## config.mk

```make
export PLATFORM = sky130hd
export DESIGN_NAME = risc8_core
export DESIGN_NICKNAME = d
export VERILOG_FILES = /design/src/risc8_pkg.sv /design/src/risc8_alu.sv /design/src/risc8_regs.sv /design/src/risc8_decode.sv /design/src/risc8_execute.sv /design/src/risc8_core.sv
export SDC_FILE = /design/constraint.sdc
export NUM_CORES = 1
export LEC_CHECK = 0
export BUFFER_PORTS_ARGS = -buffer_cell sky130_fd_sc_hd__clkbuf_2
export CAP_MARGIN = 20
export CORE_UTILIZATION = 65
export DETAILED_ROUTE_END_ITERATION = 8
export PLACE_DENSITY = 0.84
export REMOVE_ABC_BUFFERS = 1
export SYNTH_ARGS = -nofsm -noshare
export SYNTH_HDL_FRONTEND = slang
export SYNTH_SLANG_ARGS = --single-unit
```

## constraint.sdc

```tcl
create_clock -name clk -period 10.9 [get_ports clk]
set_input_delay 2.18 -clock clk [delete_from_list [all_inputs] [get_ports clk]]
set_output_delay 2.18 -clock clk [all_outputs]
set_load 0.02 [all_outputs]
```

## src/risc8_pkg.sv

```systemverilog
/*
 * shared widths, types and opcode fields of the trimmed AVR subset
 * opcodes outside this subset decode as no-ops
 * H, T and I are never written and read back as zero
 */
package risc8_pkg;

	typedef logic [7:0] byte_t;
	typedef logic [15:0] opcode_t;
	// program memory word address
	typedef logic [15:0] pc_t;
	// data space byte address, I/O sits at IO_BASE and up
	typedef logic [15:0] addr_t;
	typedef logic [4:0] reg_sel_t;
	typedef logic [7:0] sreg_t;

	typedef enum logic [2:0] {
		ALU_ADD,
		ALU_SUB,
		ALU_AND,
		ALU_OR,
		ALU_EOR,
		ALU_MOV
	} alu_op_t;

	typedef enum logic [2:0] {
		CLASS_ALU_REG,
		CLASS_ALU_IMM,
		CLASS_RJMP,
		CLASS_BRBX,
		CLASS_OUT,
		CLASS_INVALID
	} instr_class_t;

	// I/O address 0 maps to data address 0x20
	localparam byte_t IO_BASE = 8'h20;

	// status register bit positions
	localparam logic [2:0] FLAG_C = 3'd0;
	localparam logic [2:0] FLAG_Z = 3'd1;
	localparam logic [2:0] FLAG_N = 3'd2;
	localparam logic [2:0] FLAG_V = 3'd3;
	localparam logic [2:0] FLAG_S = 3'd4;

	// register-register forms, matched on opcode[15:10]
	localparam logic [5:0] OPC_CPC = 6'b000001;
	localparam logic [5:0] OPC_SBC = 6'b000010;
	localparam logic [5:0] OPC_ADD = 6'b000011;
	localparam logic [5:0] OPC_CP = 6'b000101;
	localparam logic [5:0] OPC_SUB = 6'b000110;
	localparam logic [5:0] OPC_ADC = 6'b000111;
	localparam logic [5:0] OPC_AND = 6'b001000;
	localparam logic [5:0] OPC_EOR = 6'b001001;
	localparam logic [5:0] OPC_OR = 6'b001010;
	localparam logic [5:0] OPC_MOV = 6'b001011;

	// immediate forms and rjmp, matched on opcode[15:12]
	localparam logic [3:0] OPC_CPI = 4'b0011;
	localparam logic [3:0] OPC_SBCI = 4'b0100;
	localparam logic [3:0] OPC_SUBI = 4'b0101;
	localparam logic [3:0] OPC_ORI = 4'b0110;
	localparam logic [3:0] OPC_ANDI = 4'b0111;
	localparam logic [3:0] OPC_LDI = 4'b1110;
	localparam logic [3:0] OPC_RJMP = 4'b1100;

	// brbs/brbc and out, matched on opcode[15:11]
	localparam logic [4:0] OPC_BRBX = 5'b11110;
	localparam logic [4:0] OPC_OUT = 5'b10111;

endpackage

```

## src/risc8_alu.sv

```systemverilog
/*
 * 8-bit ALU for the kept operations, AVR rules for C Z N V S
 * with use_carry a subtract can only keep Z set, never set it
 * H, T and I come out as zero
 */
module risc8_alu
	import risc8_pkg::*;
(
	input  alu_op_t op,
	input  logic    use_carry,
	input  byte_t   rd_in,
	input  byte_t   rr_in,
	input  sreg_t   sreg_in,
	output byte_t   result,
	output sreg_t   sreg_out
);
	logic carry_in;
	logic [8:0] wide;
	logic zero;

	assign carry_in = use_carry & sreg_in[FLAG_C];

	always_comb begin
		wide = '0;
		result = rr_in;
		sreg_out = sreg_in;
		case (op)
			ALU_ADD: begin
				wide = {1'b0, rd_in} + {1'b0, rr_in} + 9'(carry_in);
				result = wide[7:0];
				sreg_out[FLAG_C] = wide[8];
				// signed overflow when both inputs share a sign the result lacks
				sreg_out[FLAG_V] = (rd_in[7] & rr_in[7] & ~result[7])
					| (~rd_in[7] & ~rr_in[7] & result[7]);
			end
			ALU_SUB: begin
				wide = {1'b0, rd_in} - {1'b0, rr_in} - 9'(carry_in);
				result = wide[7:0];
				// top bit of the 9-bit difference is the borrow
				sreg_out[FLAG_C] = wide[8];
				sreg_out[FLAG_V] = (rd_in[7] & ~rr_in[7] & ~result[7])
					| (~rd_in[7] & rr_in[7] & result[7]);
			end
			ALU_AND: begin
				result = rd_in & rr_in;
				sreg_out[FLAG_V] = 1'b0;
			end
			ALU_OR: begin
				result = rd_in | rr_in;
				sreg_out[FLAG_V] = 1'b0;
			end
			ALU_EOR: begin
				result = rd_in ^ rr_in;
				sreg_out[FLAG_V] = 1'b0;
			end
			// mov passes Rr and keeps every flag
			default: result = rr_in;
		endcase

		zero = (result == 8'h00);
		if (op != ALU_MOV) begin
			sreg_out[FLAG_N] = result[7];
			// sbc/cpc chain Z across bytes of a multi-byte compare
			if (op == ALU_SUB && use_carry)
				sreg_out[FLAG_Z] = zero & sreg_in[FLAG_Z];
			else
				sreg_out[FLAG_Z] = zero;
			// logic ops cleared V above, so S follows N there
			sreg_out[FLAG_S] = sreg_out[FLAG_N] ^ sreg_out[FLAG_V];
		end
		// H, T and I are not implemented
		sreg_out[7:5] = 3'b000;
	end

endmodule

```

## src/risc8_regs.sv

```systemverilog
/*
 * 32 x 8 register file in flops, two read ports and one write port
 * read data shows up one clock after the index is presented
 */
module risc8_regs
	import risc8_pkg::*;
(
	input  logic     clk,
	input  logic     reset,
	input  reg_sel_t sel_a,
	input  reg_sel_t sel_b,
	output byte_t    reg_a,
	output byte_t    reg_b,
	input  reg_sel_t wr_sel,
	input  byte_t    wr_data,
	input  logic     wr_en
);
	byte_t rf [32];
	logic hit_a;
	logic hit_b;

	// a write landing on the same edge as a read would be missed
	// by the array, so forward it straight into the read register
	assign hit_a = wr_en && (wr_sel == sel_a);
	assign hit_b = wr_en && (wr_sel == sel_b);

	always_ff @(posedge clk) begin
		if (wr_en)
			rf[wr_sel] <= wr_data;
	end

	always_ff @(posedge clk) begin
		if (reset) begin
			reg_a <= '0;
			reg_b <= '0;
		end else begin
			// port a carries Rd, port b carries Rr
			reg_a <= hit_a ? wr_data : rf[sel_a];
			reg_b <= hit_b ? wr_data : rf[sel_b];
		end
	end

endmodule

```

## src/risc8_decode.sv

```systemverilog
/*
 * first pipeline stage: fetch, decode, branch and OUT sequencing
 * pc is combinational and expects cdata one clock later
 * branches see the flags the execute stage produces in the same cycle
 */
module risc8_decode
	import risc8_pkg::*;
(
	input  logic     clk,
	input  logic     reset,
	input  opcode_t  cdata,
	output pc_t      pc,
	input  sreg_t    next_sreg,
	input  byte_t    reg_a,
	output reg_sel_t sel_a,
	output reg_sel_t sel_b,
	output alu_op_t  ex_op,
	output logic     ex_use_carry,
	output logic     ex_store,
	output logic     ex_const,
	output byte_t    ex_const_value,
	output reg_sel_t ex_sel_d,
	output addr_t    data_addr,
	output logic     data_wen,
	output byte_t    data_write
);
	// OUT spends one cycle waiting for Rr to come out of the register file
	typedef enum logic {
		PHASE_ISSUE,
		PHASE_WRITE
	} phase_t;

	pc_t reg_pc;
	pc_t next_pc;
	phase_t phase;
	phase_t next_phase;
	// low until the first opcode fetched after reset has arrived
	logic fetch_valid;
	opcode_t saved_opcode;
	opcode_t opcode;
	instr_class_t instr_class;
	alu_op_t dec_op;
	logic dec_carry;
	logic dec_store;
	logic reg_hit;
	logic imm_hit;
	alu_op_t nx_op;
	logic nx_carry;
	logic nx_store;
	logic nx_const;
	reg_sel_t op_rd;
	reg_sel_t op_rr;
	reg_sel_t op_rdi;
	byte_t op_k;
	logic [5:0] io_addr;
	pc_t simm12;
	pc_t simm7;

	// second OUT cycle replays the held opcode
	assign opcode = (phase == PHASE_WRITE) ? saved_opcode : cdata;

	assign op_rd = opcode[8:4];
	assign op_rr = {opcode[9], opcode[3:0]};
	// immediates only reach r16..r31
	assign op_rdi = {1'b1, opcode[7:4]};
	assign op_k = {opcode[11:8], opcode[3:0]};
	assign io_addr = {opcode[10:9], opcode[3:0]};
	assign simm12 = {{4{opcode[11]}}, opcode[11:0]};
	assign simm7 = {{9{opcode[9]}}, opcode[9:3]};

	always_comb begin
		dec_op = ALU_MOV;
		dec_carry = 1'b0;
		dec_store = 1'b1;
		reg_hit = 1'b1;
		imm_hit = 1'b1;
		case (opcode[15:10])
			OPC_ADD: dec_op = ALU_ADD;
			OPC_ADC: begin
				dec_op = ALU_ADD;
				dec_carry = 1'b1;
			end
			OPC_SUB: dec_op = ALU_SUB;
			OPC_SBC: begin
				dec_op = ALU_SUB;
				dec_carry = 1'b1;
			end
			// compares only touch sreg
			OPC_CP: begin
				dec_op = ALU_SUB;
				dec_store = 1'b0;
			end
			OPC_CPC: begin
				dec_op = ALU_SUB;
				dec_carry = 1'b1;
				dec_store = 1'b0;
			end
			OPC_AND: dec_op = ALU_AND;
			OPC_OR: dec_op = ALU_OR;
			OPC_EOR: dec_op = ALU_EOR;
			OPC_MOV: dec_op = ALU_MOV;
			default: reg_hit = 1'b0;
		endcase
		case (opcode[15:12])
			OPC_CPI: begin
				dec_op = ALU_SUB;
				dec_store = 1'b0;
			end
			OPC_SBCI: begin
				dec_op = ALU_SUB;
				dec_carry = 1'b1;
			end
			OPC_SUBI: dec_op = ALU_SUB;
			OPC_ORI: dec_op = ALU_OR;
			OPC_ANDI: dec_op = ALU_AND;
			OPC_LDI: dec_op = ALU_MOV;
			default: imm_hit = 1'b0;
		endcase
		if (reg_hit)
			instr_class = CLASS_ALU_REG;
		else if (imm_hit)
			instr_class = CLASS_ALU_IMM;
		else if (opcode[15:12] == OPC_RJMP)
			instr_class = CLASS_RJMP;
		else if (opcode[15:11] == OPC_BRBX)
			instr_class = CLASS_BRBX;
		else if (opcode[15:11] == OPC_OUT)
			instr_class = CLASS_OUT;
		else
			instr_class = CLASS_INVALID;
	end

	always_comb begin
		// default is a no-op that advances by one word
		next_pc = reg_pc + 16'd1;
		next_phase = PHASE_ISSUE;
		sel_a = op_rd;
		sel_b = op_rr;
		nx_op = ALU_MOV;
		nx_carry = 1'b0;
		nx_store = 1'b0;
		nx_const = 1'b0;
		data_wen = 1'b0;
		if (!fetch_valid) begin
			// cdata is still stale, refetch word 0
			next_pc = reg_pc;
		end else begin
			case (instr_class)
				CLASS_ALU_REG: begin
					nx_op = dec_op;
					nx_carry = dec_carry;
					nx_store = dec_store;
				end
				CLASS_ALU_IMM: begin
					sel_a = op_rdi;
					nx_op = dec_op;
					nx_carry = dec_carry;
					nx_store = dec_store;
					nx_const = 1'b1;
				end
				CLASS_RJMP: next_pc = reg_pc + simm12 + 16'd1;
				CLASS_BRBX: begin
					// opcode[10] clear is brbs, set is brbc
					if (next_sreg[opcode[2:0]] != opcode[10])
						next_pc = reg_pc + simm7 + 16'd1;
				end
				CLASS_OUT: begin
					if (phase == PHASE_ISSUE) begin
						next_phase = PHASE_WRITE;
						next_pc = reg_pc;
					end else begin
						data_wen = 1'b1;
					end
				end
				default: ;
			endcase
		end
	end

	assign pc = next_pc;
	assign data_addr = addr_t'(io_addr) + addr_t'(IO_BASE);
	assign data_write = reg_a;

	always_ff @(posedge clk) begin
		saved_opcode <= opcode;
		ex_const_value <= op_k;
		ex_sel_d <= (instr_class == CLASS_ALU_IMM) ? op_rdi : op_rd;
		if (reset) begin
			reg_pc <= '0;
			phase <= PHASE_ISSUE;
			fetch_valid <= 1'b0;
			ex_op <= ALU_MOV;
			ex_use_carry <= 1'b0;
			ex_store <= 1'b0;
			ex_const <= 1'b0;
		end else begin
			reg_pc <= next_pc;
			phase <= next_phase;
			fetch_valid <= 1'b1;
			ex_op <= nx_op;
			ex_use_carry <= nx_carry;
			ex_store <= nx_store;
			ex_const <= nx_const;
		end
	end

endmodule

```

## src/risc8_execute.sv

```systemverilog
/*
 * second pipeline stage: operand select, ALU, write-back and sreg
 * write-back and next_sreg are combinational from the registered controls
 */
module risc8_execute
	import risc8_pkg::*;
(
	input  logic     clk,
	input  logic     reset,
	input  alu_op_t  ex_op,
	input  logic     ex_use_carry,
	input  logic     ex_store,
	input  logic     ex_const,
	input  byte_t    ex_const_value,
	input  reg_sel_t ex_sel_d,
	input  byte_t    reg_a,
	input  byte_t    reg_b,
	output reg_sel_t wr_sel,
	output byte_t    wr_data,
	output logic     wr_en,
	output sreg_t    next_sreg
);
	sreg_t sreg;
	byte_t operand_b;

	// immediates replace Rr as the second operand
	assign operand_b = ex_const ? ex_const_value : reg_b;

	risc8_alu alu (
		.op(ex_op),
		.use_carry(ex_use_carry),
		.rd_in(reg_a),
		.rr_in(operand_b),
		.sreg_in(sreg),
		.result(wr_data),
		.sreg_out(next_sreg)
	);

	// compares leave ex_store low but still update sreg below
	assign wr_sel = ex_sel_d;
	assign wr_en = ex_store;

	always_ff @(posedge clk) begin
		if (reset)
			sreg <= '0;
		else
			sreg <= next_sreg;
	end

endmodule

```

## src/risc8_core.sv

```systemverilog
/*
 * two-stage AVR-style core, top level
 * program memory must return cdata one clock after pc
 * the data port is write only with no back-pressure
 */
module risc8_core
	import risc8_pkg::*;
(
	input  logic    clk,
	input  logic    reset,
	output pc_t     pc,
	input  opcode_t cdata,
	output addr_t   data_addr,
	output logic    data_wen,
	output byte_t   data_write
);
	reg_sel_t sel_a;
	reg_sel_t sel_b;
	byte_t reg_a;
	byte_t reg_b;
	alu_op_t ex_op;
	logic ex_use_carry;
	logic ex_store;
	logic ex_const;
	byte_t ex_const_value;
	reg_sel_t ex_sel_d;
	reg_sel_t wr_sel;
	byte_t wr_data;
	logic wr_en;
	// flags of the instruction now in execute, used by branches in decode
	sreg_t next_sreg;

	risc8_decode decode (
		.clk(clk),
		.reset(reset),
		.cdata(cdata),
		.pc(pc),
		.next_sreg(next_sreg),
		.reg_a(reg_a),
		.sel_a(sel_a),
		.sel_b(sel_b),
		.ex_op(ex_op),
		.ex_use_carry(ex_use_carry),
		.ex_store(ex_store),
		.ex_const(ex_const),
		.ex_const_value(ex_const_value),
		.ex_sel_d(ex_sel_d),
		.data_addr(data_addr),
		.data_wen(data_wen),
		.data_write(data_write)
	);

	risc8_regs regs (
		.clk(clk),
		.reset(reset),
		.sel_a(sel_a),
		.sel_b(sel_b),
		.reg_a(reg_a),
		.reg_b(reg_b),
		.wr_sel(wr_sel),
		.wr_data(wr_data),
		.wr_en(wr_en)
	);

	risc8_execute execute (
		.clk(clk),
		.reset(reset),
		.ex_op(ex_op),
		.ex_use_carry(ex_use_carry),
		.ex_store(ex_store),
		.ex_const(ex_const),
		.ex_const_value(ex_const_value),
		.ex_sel_d(ex_sel_d),
		.reg_a(reg_a),
		.reg_b(reg_b),
		.wr_sel(wr_sel),
		.wr_data(wr_data),
		.wr_en(wr_en),
		.next_sreg(next_sreg)
	);

endmodule

```

==> results of run 1 <==
[registers in the layout, indices dropped and copies added, names as in the netlist, 3 cells and up]
register               flops
decode.ex_op               3
decode.reg_pc             16
decode.ex_sel_d            5
decode.ex_const_value      7
regs.reg_b                 8
regs.rf                  256
execute.sreg               5
decode.saved_opcode        5
regs.reg_a                 8
[cells by family (layout without fill, tap and decap cells)]
family | after synthesis | after routing | share of synthesized area
AOI/OAI and AO/OA | 408 | 408 | 0.150
xor gates and xnor gates | 58 | 58 | 0.0259
adders and majority gates | 67 | 67 | 0.0451
buffers and inverters | 234 | 204 | 0.0503
DFF | 318 | 318 | 0.456
muxes | 33 | 33 | 0.0197
other | 1 | 9 | 0.000191
and+or+nand+nor | 1117 | 1117 | 0.253
[worst min path at each step]
| stage | endpoint | startpoint |
|---|---|---|
| 6_report | execute.sreg[2]$_SDFF_PP0_ | execute.sreg[2]$_SDFF_PP0_ |
| 5_1_grt | execute.sreg[2]$_SDFF_PP0_ | execute.sreg[2]$_SDFF_PP0_ |
| 4_1_cts | execute.sreg[4]$_SDFF_PP0_ | execute.sreg[4]$_SDFF_PP0_ |
| 3_5_place_dp | execute.sreg[4]$_SDFF_PP0_ | execute.sreg[4]$_SDFF_PP0_ |
| 3_3_place_gp | execute.sreg[2]$_SDFF_PP0_ | execute.sreg[2]$_SDFF_PP0_ |
| 2_1_floorplan | execute.sreg[2]$_SDFF_PP0_ | execute.sreg[2]$_SDFF_PP0_ |
[per-layer routing]
layer  part of all wire  up-vias  wire length, um  global-route usage
met5            0.00026        -               16                   0
met1               0.36     8450            22000               0.511
met4              0.047        2             2860               0.199
li1                   -     8001                -                   -
met3               0.13      228             8280              0.0933
met2               0.46     1480            28200               0.623
[tightest hold or removal path, stage by stage (launching register included)]
cell     delay, ns
dfxtp_1       0.31
nand2_1       0.06
a21oi_1       0.05
[cell type report]
| type | count | area share |
|---|---|---|
| repair buffers | 81 | 0.0230 |
| flip-flops and latches | 318 | 0.423 |
| multi-input cells | 1692 | 0.466 |
| clock buffers | 42 | 0.0432 |
| well taps | 390 | 0.0231 |
| clock inverters | 18 | 0.0105 |
| inverters | 63 | 0.0114 |
[Yosys cell counts (all sizes together) (36+ instances only)]
cell,n,area [um^2]
a311oi,100,882
clkbuf,132,495
edfxtp,256,7690
inv,58,218
xnor2,36,315
ha,61,763
nor2,120,450
o21ai,62,310
buf,39,253
and3,71,444
a21oi,78,390
nor3,42,215
dfxtp,62,1240
nand3,203,1020
nand2,594,2230
[power by group through the flow]
| stage | combinational (W) | sequential (W) | clock [W] |
|---|---|---|---|
| 5_1_grt | 0.000614 | 0.00138 | 0.00123 |
| 3_5_place_dp | 0.000551 | 0.00141 | 0 |
| 3_3_place_gp | 0.000534 | 0.00140 | 0 |
| 6_report | 0.000576 | 0.00138 | 0.00118 |
| 2_1_floorplan | 0.000373 | 0.00140 | 0 |
| 4_1_cts | 0.000555 | 0.00138 | 0.00117 |
[per-stage QoR]
step           cell area, um^2  cells  TNS (ns)  total power [W]
6_report                 21100   2604         0          0.00313
5_1_grt                  21100   2604         0          0.00322
4_1_cts                  21100   2604         0          0.00311
3_5_place_dp             20000   2544         0          0.00196
3_3_place_gp             20000   2544         0          0.00194
2_1_floorplan            18900   2073   -140.41          0.00178
==> results_dict.tcl, run 1 <==
set metrics [dict create \
    syn_avg_cell_area_um2 8.76 \
    place_congestion 0.937 \
    fin_skew_ns 0.0276 \
    synthFlopType "edfxtp_1" \
    ys_warn_count 0 \
    grt_pass1_vias 17091 \
    cts_made_buffers 35 \
    cp-endpoint "pc[3]" \
    startpoint "decode.ex_const$_SDFF_PP0_" \
    switching_share 0.293 \
    fp.dieW_um 176 \
    dpl_worst_slack_ns 2.51 \
    cp_slowest_cell "dfxtp_1" \
    r2r-end "decode.reg_pc[13]$_SDFF_PP0_" \
    layout_commonest_cell "nand2_1" \
    initial_utilization 0.661 \
    internal_power_w 0.00221 \
    clockBufferDepth 3 \
    hp-class "flip-flop to flip-flop" \
    timing.hold.ws_ns 0.474 \
    seq_area_mm2 0.00893 \
    diodes 0 \
    vias 18161 \
    max_freq_ghz 0.116 \
    drt_iter0_markers 3107 \
    grt_pass1_wl_um 93800 \
    post_cts_buffers 0 \
    required_ns 8.72 \
    cp-end-kind "output pin" \
    relSlewSlack 0.247 \
    ir_drop_uv 130 \
    postLayoutCoreUtil 0.712 \
    grt_max_degree 96 \
    rows 63 \
    syn2layout_area_growth_pct 7.75 \
    worst-path-buf-inv 4 \
    synthArstFlopShare 0 \
    rsz0062_at_grt "no" \
    cts_tree "built" \
    dieArea_mm2 0.0308 \
    path_cells "mux2i_1 > inv_1 > fa_1 > inv_1 > fa_1 > nor2b_1 > o221a_1 > or4b_1 > a31o_1 > a32oi_2 > buf_4 > o41a_1 > a2bb2oi_2 > a31oi_2 > and2_4 > a311oi_1 > nor2_1 > clkbuf_2" \
    pwr-share-clk 0.375 \
    hpwl_um 38400 \
    worstPathArrival_ns 6.45 \
    worstMarginPinSlew_ns 1.12 \
    start_kind "flip-flop" \
    ys_seq_area_frac 0.456 \
    viasPerCell 6.97 \
    antenna_found_initial 1 \
    synth_area_mm2 0.0196 \
    reg2reg_slack_ns 5.05 \
    fill_cells 2244 \
    wl_per_cell_um 23.6 \
    cts_sinks 318 \
    holdPathStages 2 \
    totalWireLength_um 61400 \
    worst-path-stages 18 \
    cp_top_family "compound AO/OA/AOI/OAI gates" \
    port_buffers 49 \
    core-area_mm2 0.0296 \
    synthCells 2236 \
    fin_crit_sh 0.791 \
    ioPinCount 59 \
    crit_type "flip-flop to output pin" \
    grt-ovfl-total 0 \
    cts_resized 0 \
    first_pass_iters 8 \
    max-cap-violations 0 \
    die_h_um 176 \
    maxSlewViolCount 0 \
    root_buffer "clkbuf_16" \
    cts_hold_buf 0 \
    drcViolationCount 0 \
    finalSetupViolCount 0 \
    multi_input_comb_area_mm2 0.00983 \
    crit_path_max_fanout 35 \
    grt.total_usage 0.395 \
    seqPwrFrac 0.441 \
    power.density_mw_per_mm2 148 \
    drive_above_1_share 0.0808 \
    final_cell_mix "594 x nand2_1, 256 x edfxtp_1, 202 x nand3_1, 120 x nor2_1, 99 x a311oi_1" \
    fin_ws_ns 2.27 \
    power.switching_w 0.000918 \
    outcome "finished, final reports clean" \
    cts.clk_slew.worst_paths_ns 0.06 \
    synth_enable_flop_cells 256 \
    synth_cell_types 90 \
    p_leak_nw 8.07 \
    p_comb_frac 0.184 \
    r2r_cells 17 \
    hold_violations 0 \
    nets 2276 \
    ys_ff_latch 318 \
    cts_max_level 2 \
    period_needed_ns 8.63 \
    ant_nets 0 \
    r2r_start "decode.ex_const$_SDFF_PP0_" \
    max_stage_delay_ns 0.65 \
    insertion_delay_ns 0.56 \
]
(Power assumes the default switching activity.)
==> run 2: changes to the inputs <==
Settings changed: ABC_AREA set to 1, CORE_UTILIZATION 65 to 63, PLACE_DENSITY 0.84 to 0.82.
Clock period 10.9 ns to 8.1 ns, I/O delays scaled along.
==> results_dict.tcl, run 2 <==
set metrics [dict create \
    outcome "finished, final reports clean" \
    die_h_um 178 \
    cts_sinks 318 \
    final_cell_mix "337 x nand2_1, 319 x o21ai_0, 259 x nor2_1, 256 x edfxtp_1, 230 x inv_1" \
    top_regs "regs.rf (256), decode.reg_pc (16)" \
    cp-end-kind "output pin" \
    pwr-share-clk 0.361 \
    hold_violations 0 \
    start_kind "flip-flop" \
    fin_crit_sh 0.895 \
    cp_slowest_cell "o21ai_0" \
    final_area_mm2 0.0209 \
    wl_per_cell_um 21.5 \
    first_pass_iters 9 \
    cts_tree "built" \
    drive_above_1_share 0.0706 \
    synthArstFlopShare 0 \
    ys_ff_latch 318 \
    max_freq_ghz 0.138 \
    crit_top_cell "nand2_1" \
    power.switching_w 0.00124 \
    port_buffers 49 \
    crit_type "flip-flop to output pin" \
    largest_register_ffs 256 \
    internal_power_w 0.00292 \
    place_congestion 0.958 \
    syn2layout_area_growth_pct 7.43 \
    required_ns 6.48 \
    power.density_mw_per_mm2 199 \
    dpl_worst_slack_ns 1.11 \
    path_cells "o21ai_0 > inv_1 > fa_1 > inv_1 > ha_1 > o21ai_0 > nand2_1 > nand2_1 > nand2_1 > nand2_1 > nand3_1 > nand3_1 > nand2_1 > inv_2 > nand3_1 > nand4_2 > nand3_2 > nand3_1 > nand3_1 > nand2_1 > nand2_1 > nand2_1 > clkbuf_2" \
    totalWireLength_um 59200 \
    fin_skew_ns 0.0373 \
    hp-class "flip-flop to flip-flop" \
    insertion_delay_ns 0.54 \
    worstPathArrival_ns 5.63 \
    ys_warn_count 0 \
    cp_top_family "simple AND/OR/NAND/NOR gates" \
    synthTopCellsByArea "edfxtp_1 40%, o21ai_0 8.2%, nand2_1 6.5%" \
    grt_pass1_wl_um 90500 \
    worstMarginPinSlew_ns 1.16 \
    drt_iter0_markers 2510 \
    maxSlewViolCount 0 \
    grt_max_degree 115 \
    grt_pass1_vias 16777 \
    yosysTopAreaCellShare 0.396 \
    finalSetupViolCount 0 \
    cts_max_level 2 \
    reg2reg_slack_ns 3.02 \
    vias 18040 \
    cts_made_buffers 35 \
    root_buffer "clkbuf_16" \
    post_cts_buffers 0 \
    worst-path-buf-inv 4 \
    r2r_cells 22 \
    period_needed_ns 7.25 \
    multi_input_comb_area_mm2 0.00896 \
    drcViolationCount 0 \
    layoutNonFillerInstCount 2757 \
    synthMuxAreaShare 0 \
    rows 63 \
    nets 2427 \
    placed_area_mm2 0.0197 \
    dp_cells 2692 \
    synth_area_mm2 0.0194 \
    max-cap-violations 0 \
    grt.total_usage 0.374 \
    crit_path_max_fanout 34 \
    synth_enable_flop_cells 256 \
    relSlewSlack 0.222 \
    power_w 0.00416 \
    min_from "execute.sreg[2]$_SDFF_PP0_" \
    p_comb_frac 0.191 \
    max_stage_delay_ns 0.58 \
    ant_nets 0 \
    fin_ws_ns 0.847 \
    fp.dieW_um 178 \
    holdPathStages 2 \
    synthAdderAreaFrac 0.0455 \
    synthFlopType "edfxtp_1" \
    r2r-end "decode.reg_pc[15]$_SDFF_PP0_" \
    synthTopCellsByCount "338 x nand2_1, 319 x o21ai_0, 259 x nor2_1" \
    core-area_mm2 0.0300 \
    synth_xor_xnor_area_share 0.0135 \
    holdPathEnd "execute.sreg[2]$_SDFF_PP0_" \
    seqPwrFrac 0.448 \
    antenna_found_initial 1 \
    ir_drop_uv 202 \
    ioPinCount 59 \
    layout_commonest_cell "nand2_1" \
    syn_avg_cell_area_um2 8.19 \
    fill_cells 2373 \
    diodes 0 \
    synth_compound_area_frac 0.211 \
    cts_resized 0 \
    cts.clk_slew.worst_paths_ns 0.06 \
    synth_top_family_by_area "compound AO/OA/AOI/OAI gates" \
    yosysMostFrequentCell "nand2_1" \
    initial_utilization 0.648 \
    synth_cell_types 56 \
    synth_top_area_cell "edfxtp_1" \
    clockBufferDepth 3 \
    cts_hold_buf 0 \
    ys_seq_area_frac 0.460 \
    dieArea_mm2 0.0315 \
    rsz0062_at_grt "no" \
    hpwl_um 37800 \
    grt-ovfl-total 0 \
    synthCells 2370 \
    viasPerCell 6.54 \
    p_leak_nw 8.33 \
    switching_share 0.298 \
    r2r_start "decode.ex_const$_SDFF_PP0_" \
    yosys.area_share.simple 0.187 \
    regMostFlops "regs.rf" \
    seq_area_mm2 0.00893 \
]
run 2: cell count changes after synthesis, moves of 23 or more:
cell,delta
o211ai_1,+50
nand3_1,-27
xnor2_1,-31
o21ai_0,+260
o21a_1,-23
a31oi_1,-27
nor2_1,+139
nand2_1,-256
a21oi_1,+137
and3_1,-71
clkbuf_1,-40
mux2i_1,-25
a311oi_1,-94
inv_1,+175
run 2: cells by family after synthesis:
family	Yosys count
XOR/XNOR	30
AND/OR/NAND/NOR	845
other	1
AO/OA/AOI/OAI	718
buffers and inverters	391
flip-flops	318
adder cells (fa/ha/maj)	67
run 2: how the worst max path moves through the flow:
stage | from | end | slack (ns) | cells after the start
final | decode.ex_const$_SDFF_PP0_ | pc[0] | 0.85 | 23
after global routing | decode.ex_const$_SDFF_PP0_ | pc[1] | 0.43 | 23
after CTS | decode.ex_const$_SDFF_PP0_ | pc[2] | 0.93 | 23
after detailed placement | cdata[3] | pc[14] | 1.11 | 17
after global placement | cdata[3] | pc[14] | 1.27 | 17
after floorplan | cdata[4] | pc[12] | -2.35 | 21
run 2: metal layers:
metal / wire, um / GRT usage
met1: 22200 / 0.484
met2: 26900 / 0.592
met3: 7130 / 0.0812
met4: 2940 / 0.188
met5: 8 / 0
run 2: through the flow:
step / TNS (ns) / utilization / hold WS (ns)
after detailed placement: 0 / 0.659 / 0.474
after floorplan: -26.27 / - / 0.444
after global routing: 0 / 0.696 / 0.499
after CTS: 0 / 0.694 / 0.483
final: 0 / 0.696 / 0.485
after global placement: 0 / 0.658 / 0.464
run 2: area by class of cell:
| class | instances | share of cell area |
|---|---|---|
| Clock buffer | 44 | 0.0446 |
| Clock inverter | 18 | 0.00642 |
| Inverter | 243 | 0.0439 |
| Multi-Input combinational cell | 1669 | 0.430 |
| Sequential cell | 318 | 0.428 |
| Tap cell | 390 | 0.0234 |
| Timing Repair Buffer | 75 | 0.0238 |
run 2: power by group through the flow:
stage | Sequential, W | Combinational (W) | Clock [W]
2_1_floorplan | 0.00189 | 0.000514 | 0
3_3_place_gp | 0.00190 | 0.000728 | 0
3_5_place_dp | 0.00190 | 0.000753 | 0
4_1_cts | 0.00186 | 0.000758 | 0.00150
5_1_grt | 0.00186 | 0.000865 | 0.00157
6_report | 0.00186 | 0.000793 | 0.00150
run 2: worst min-delay path, delay by kind of cell (launching register included):
kind            cells  cell delay (ns)
simple gates        1             0.08
flops               1             0.30
compound gates      1             0.06
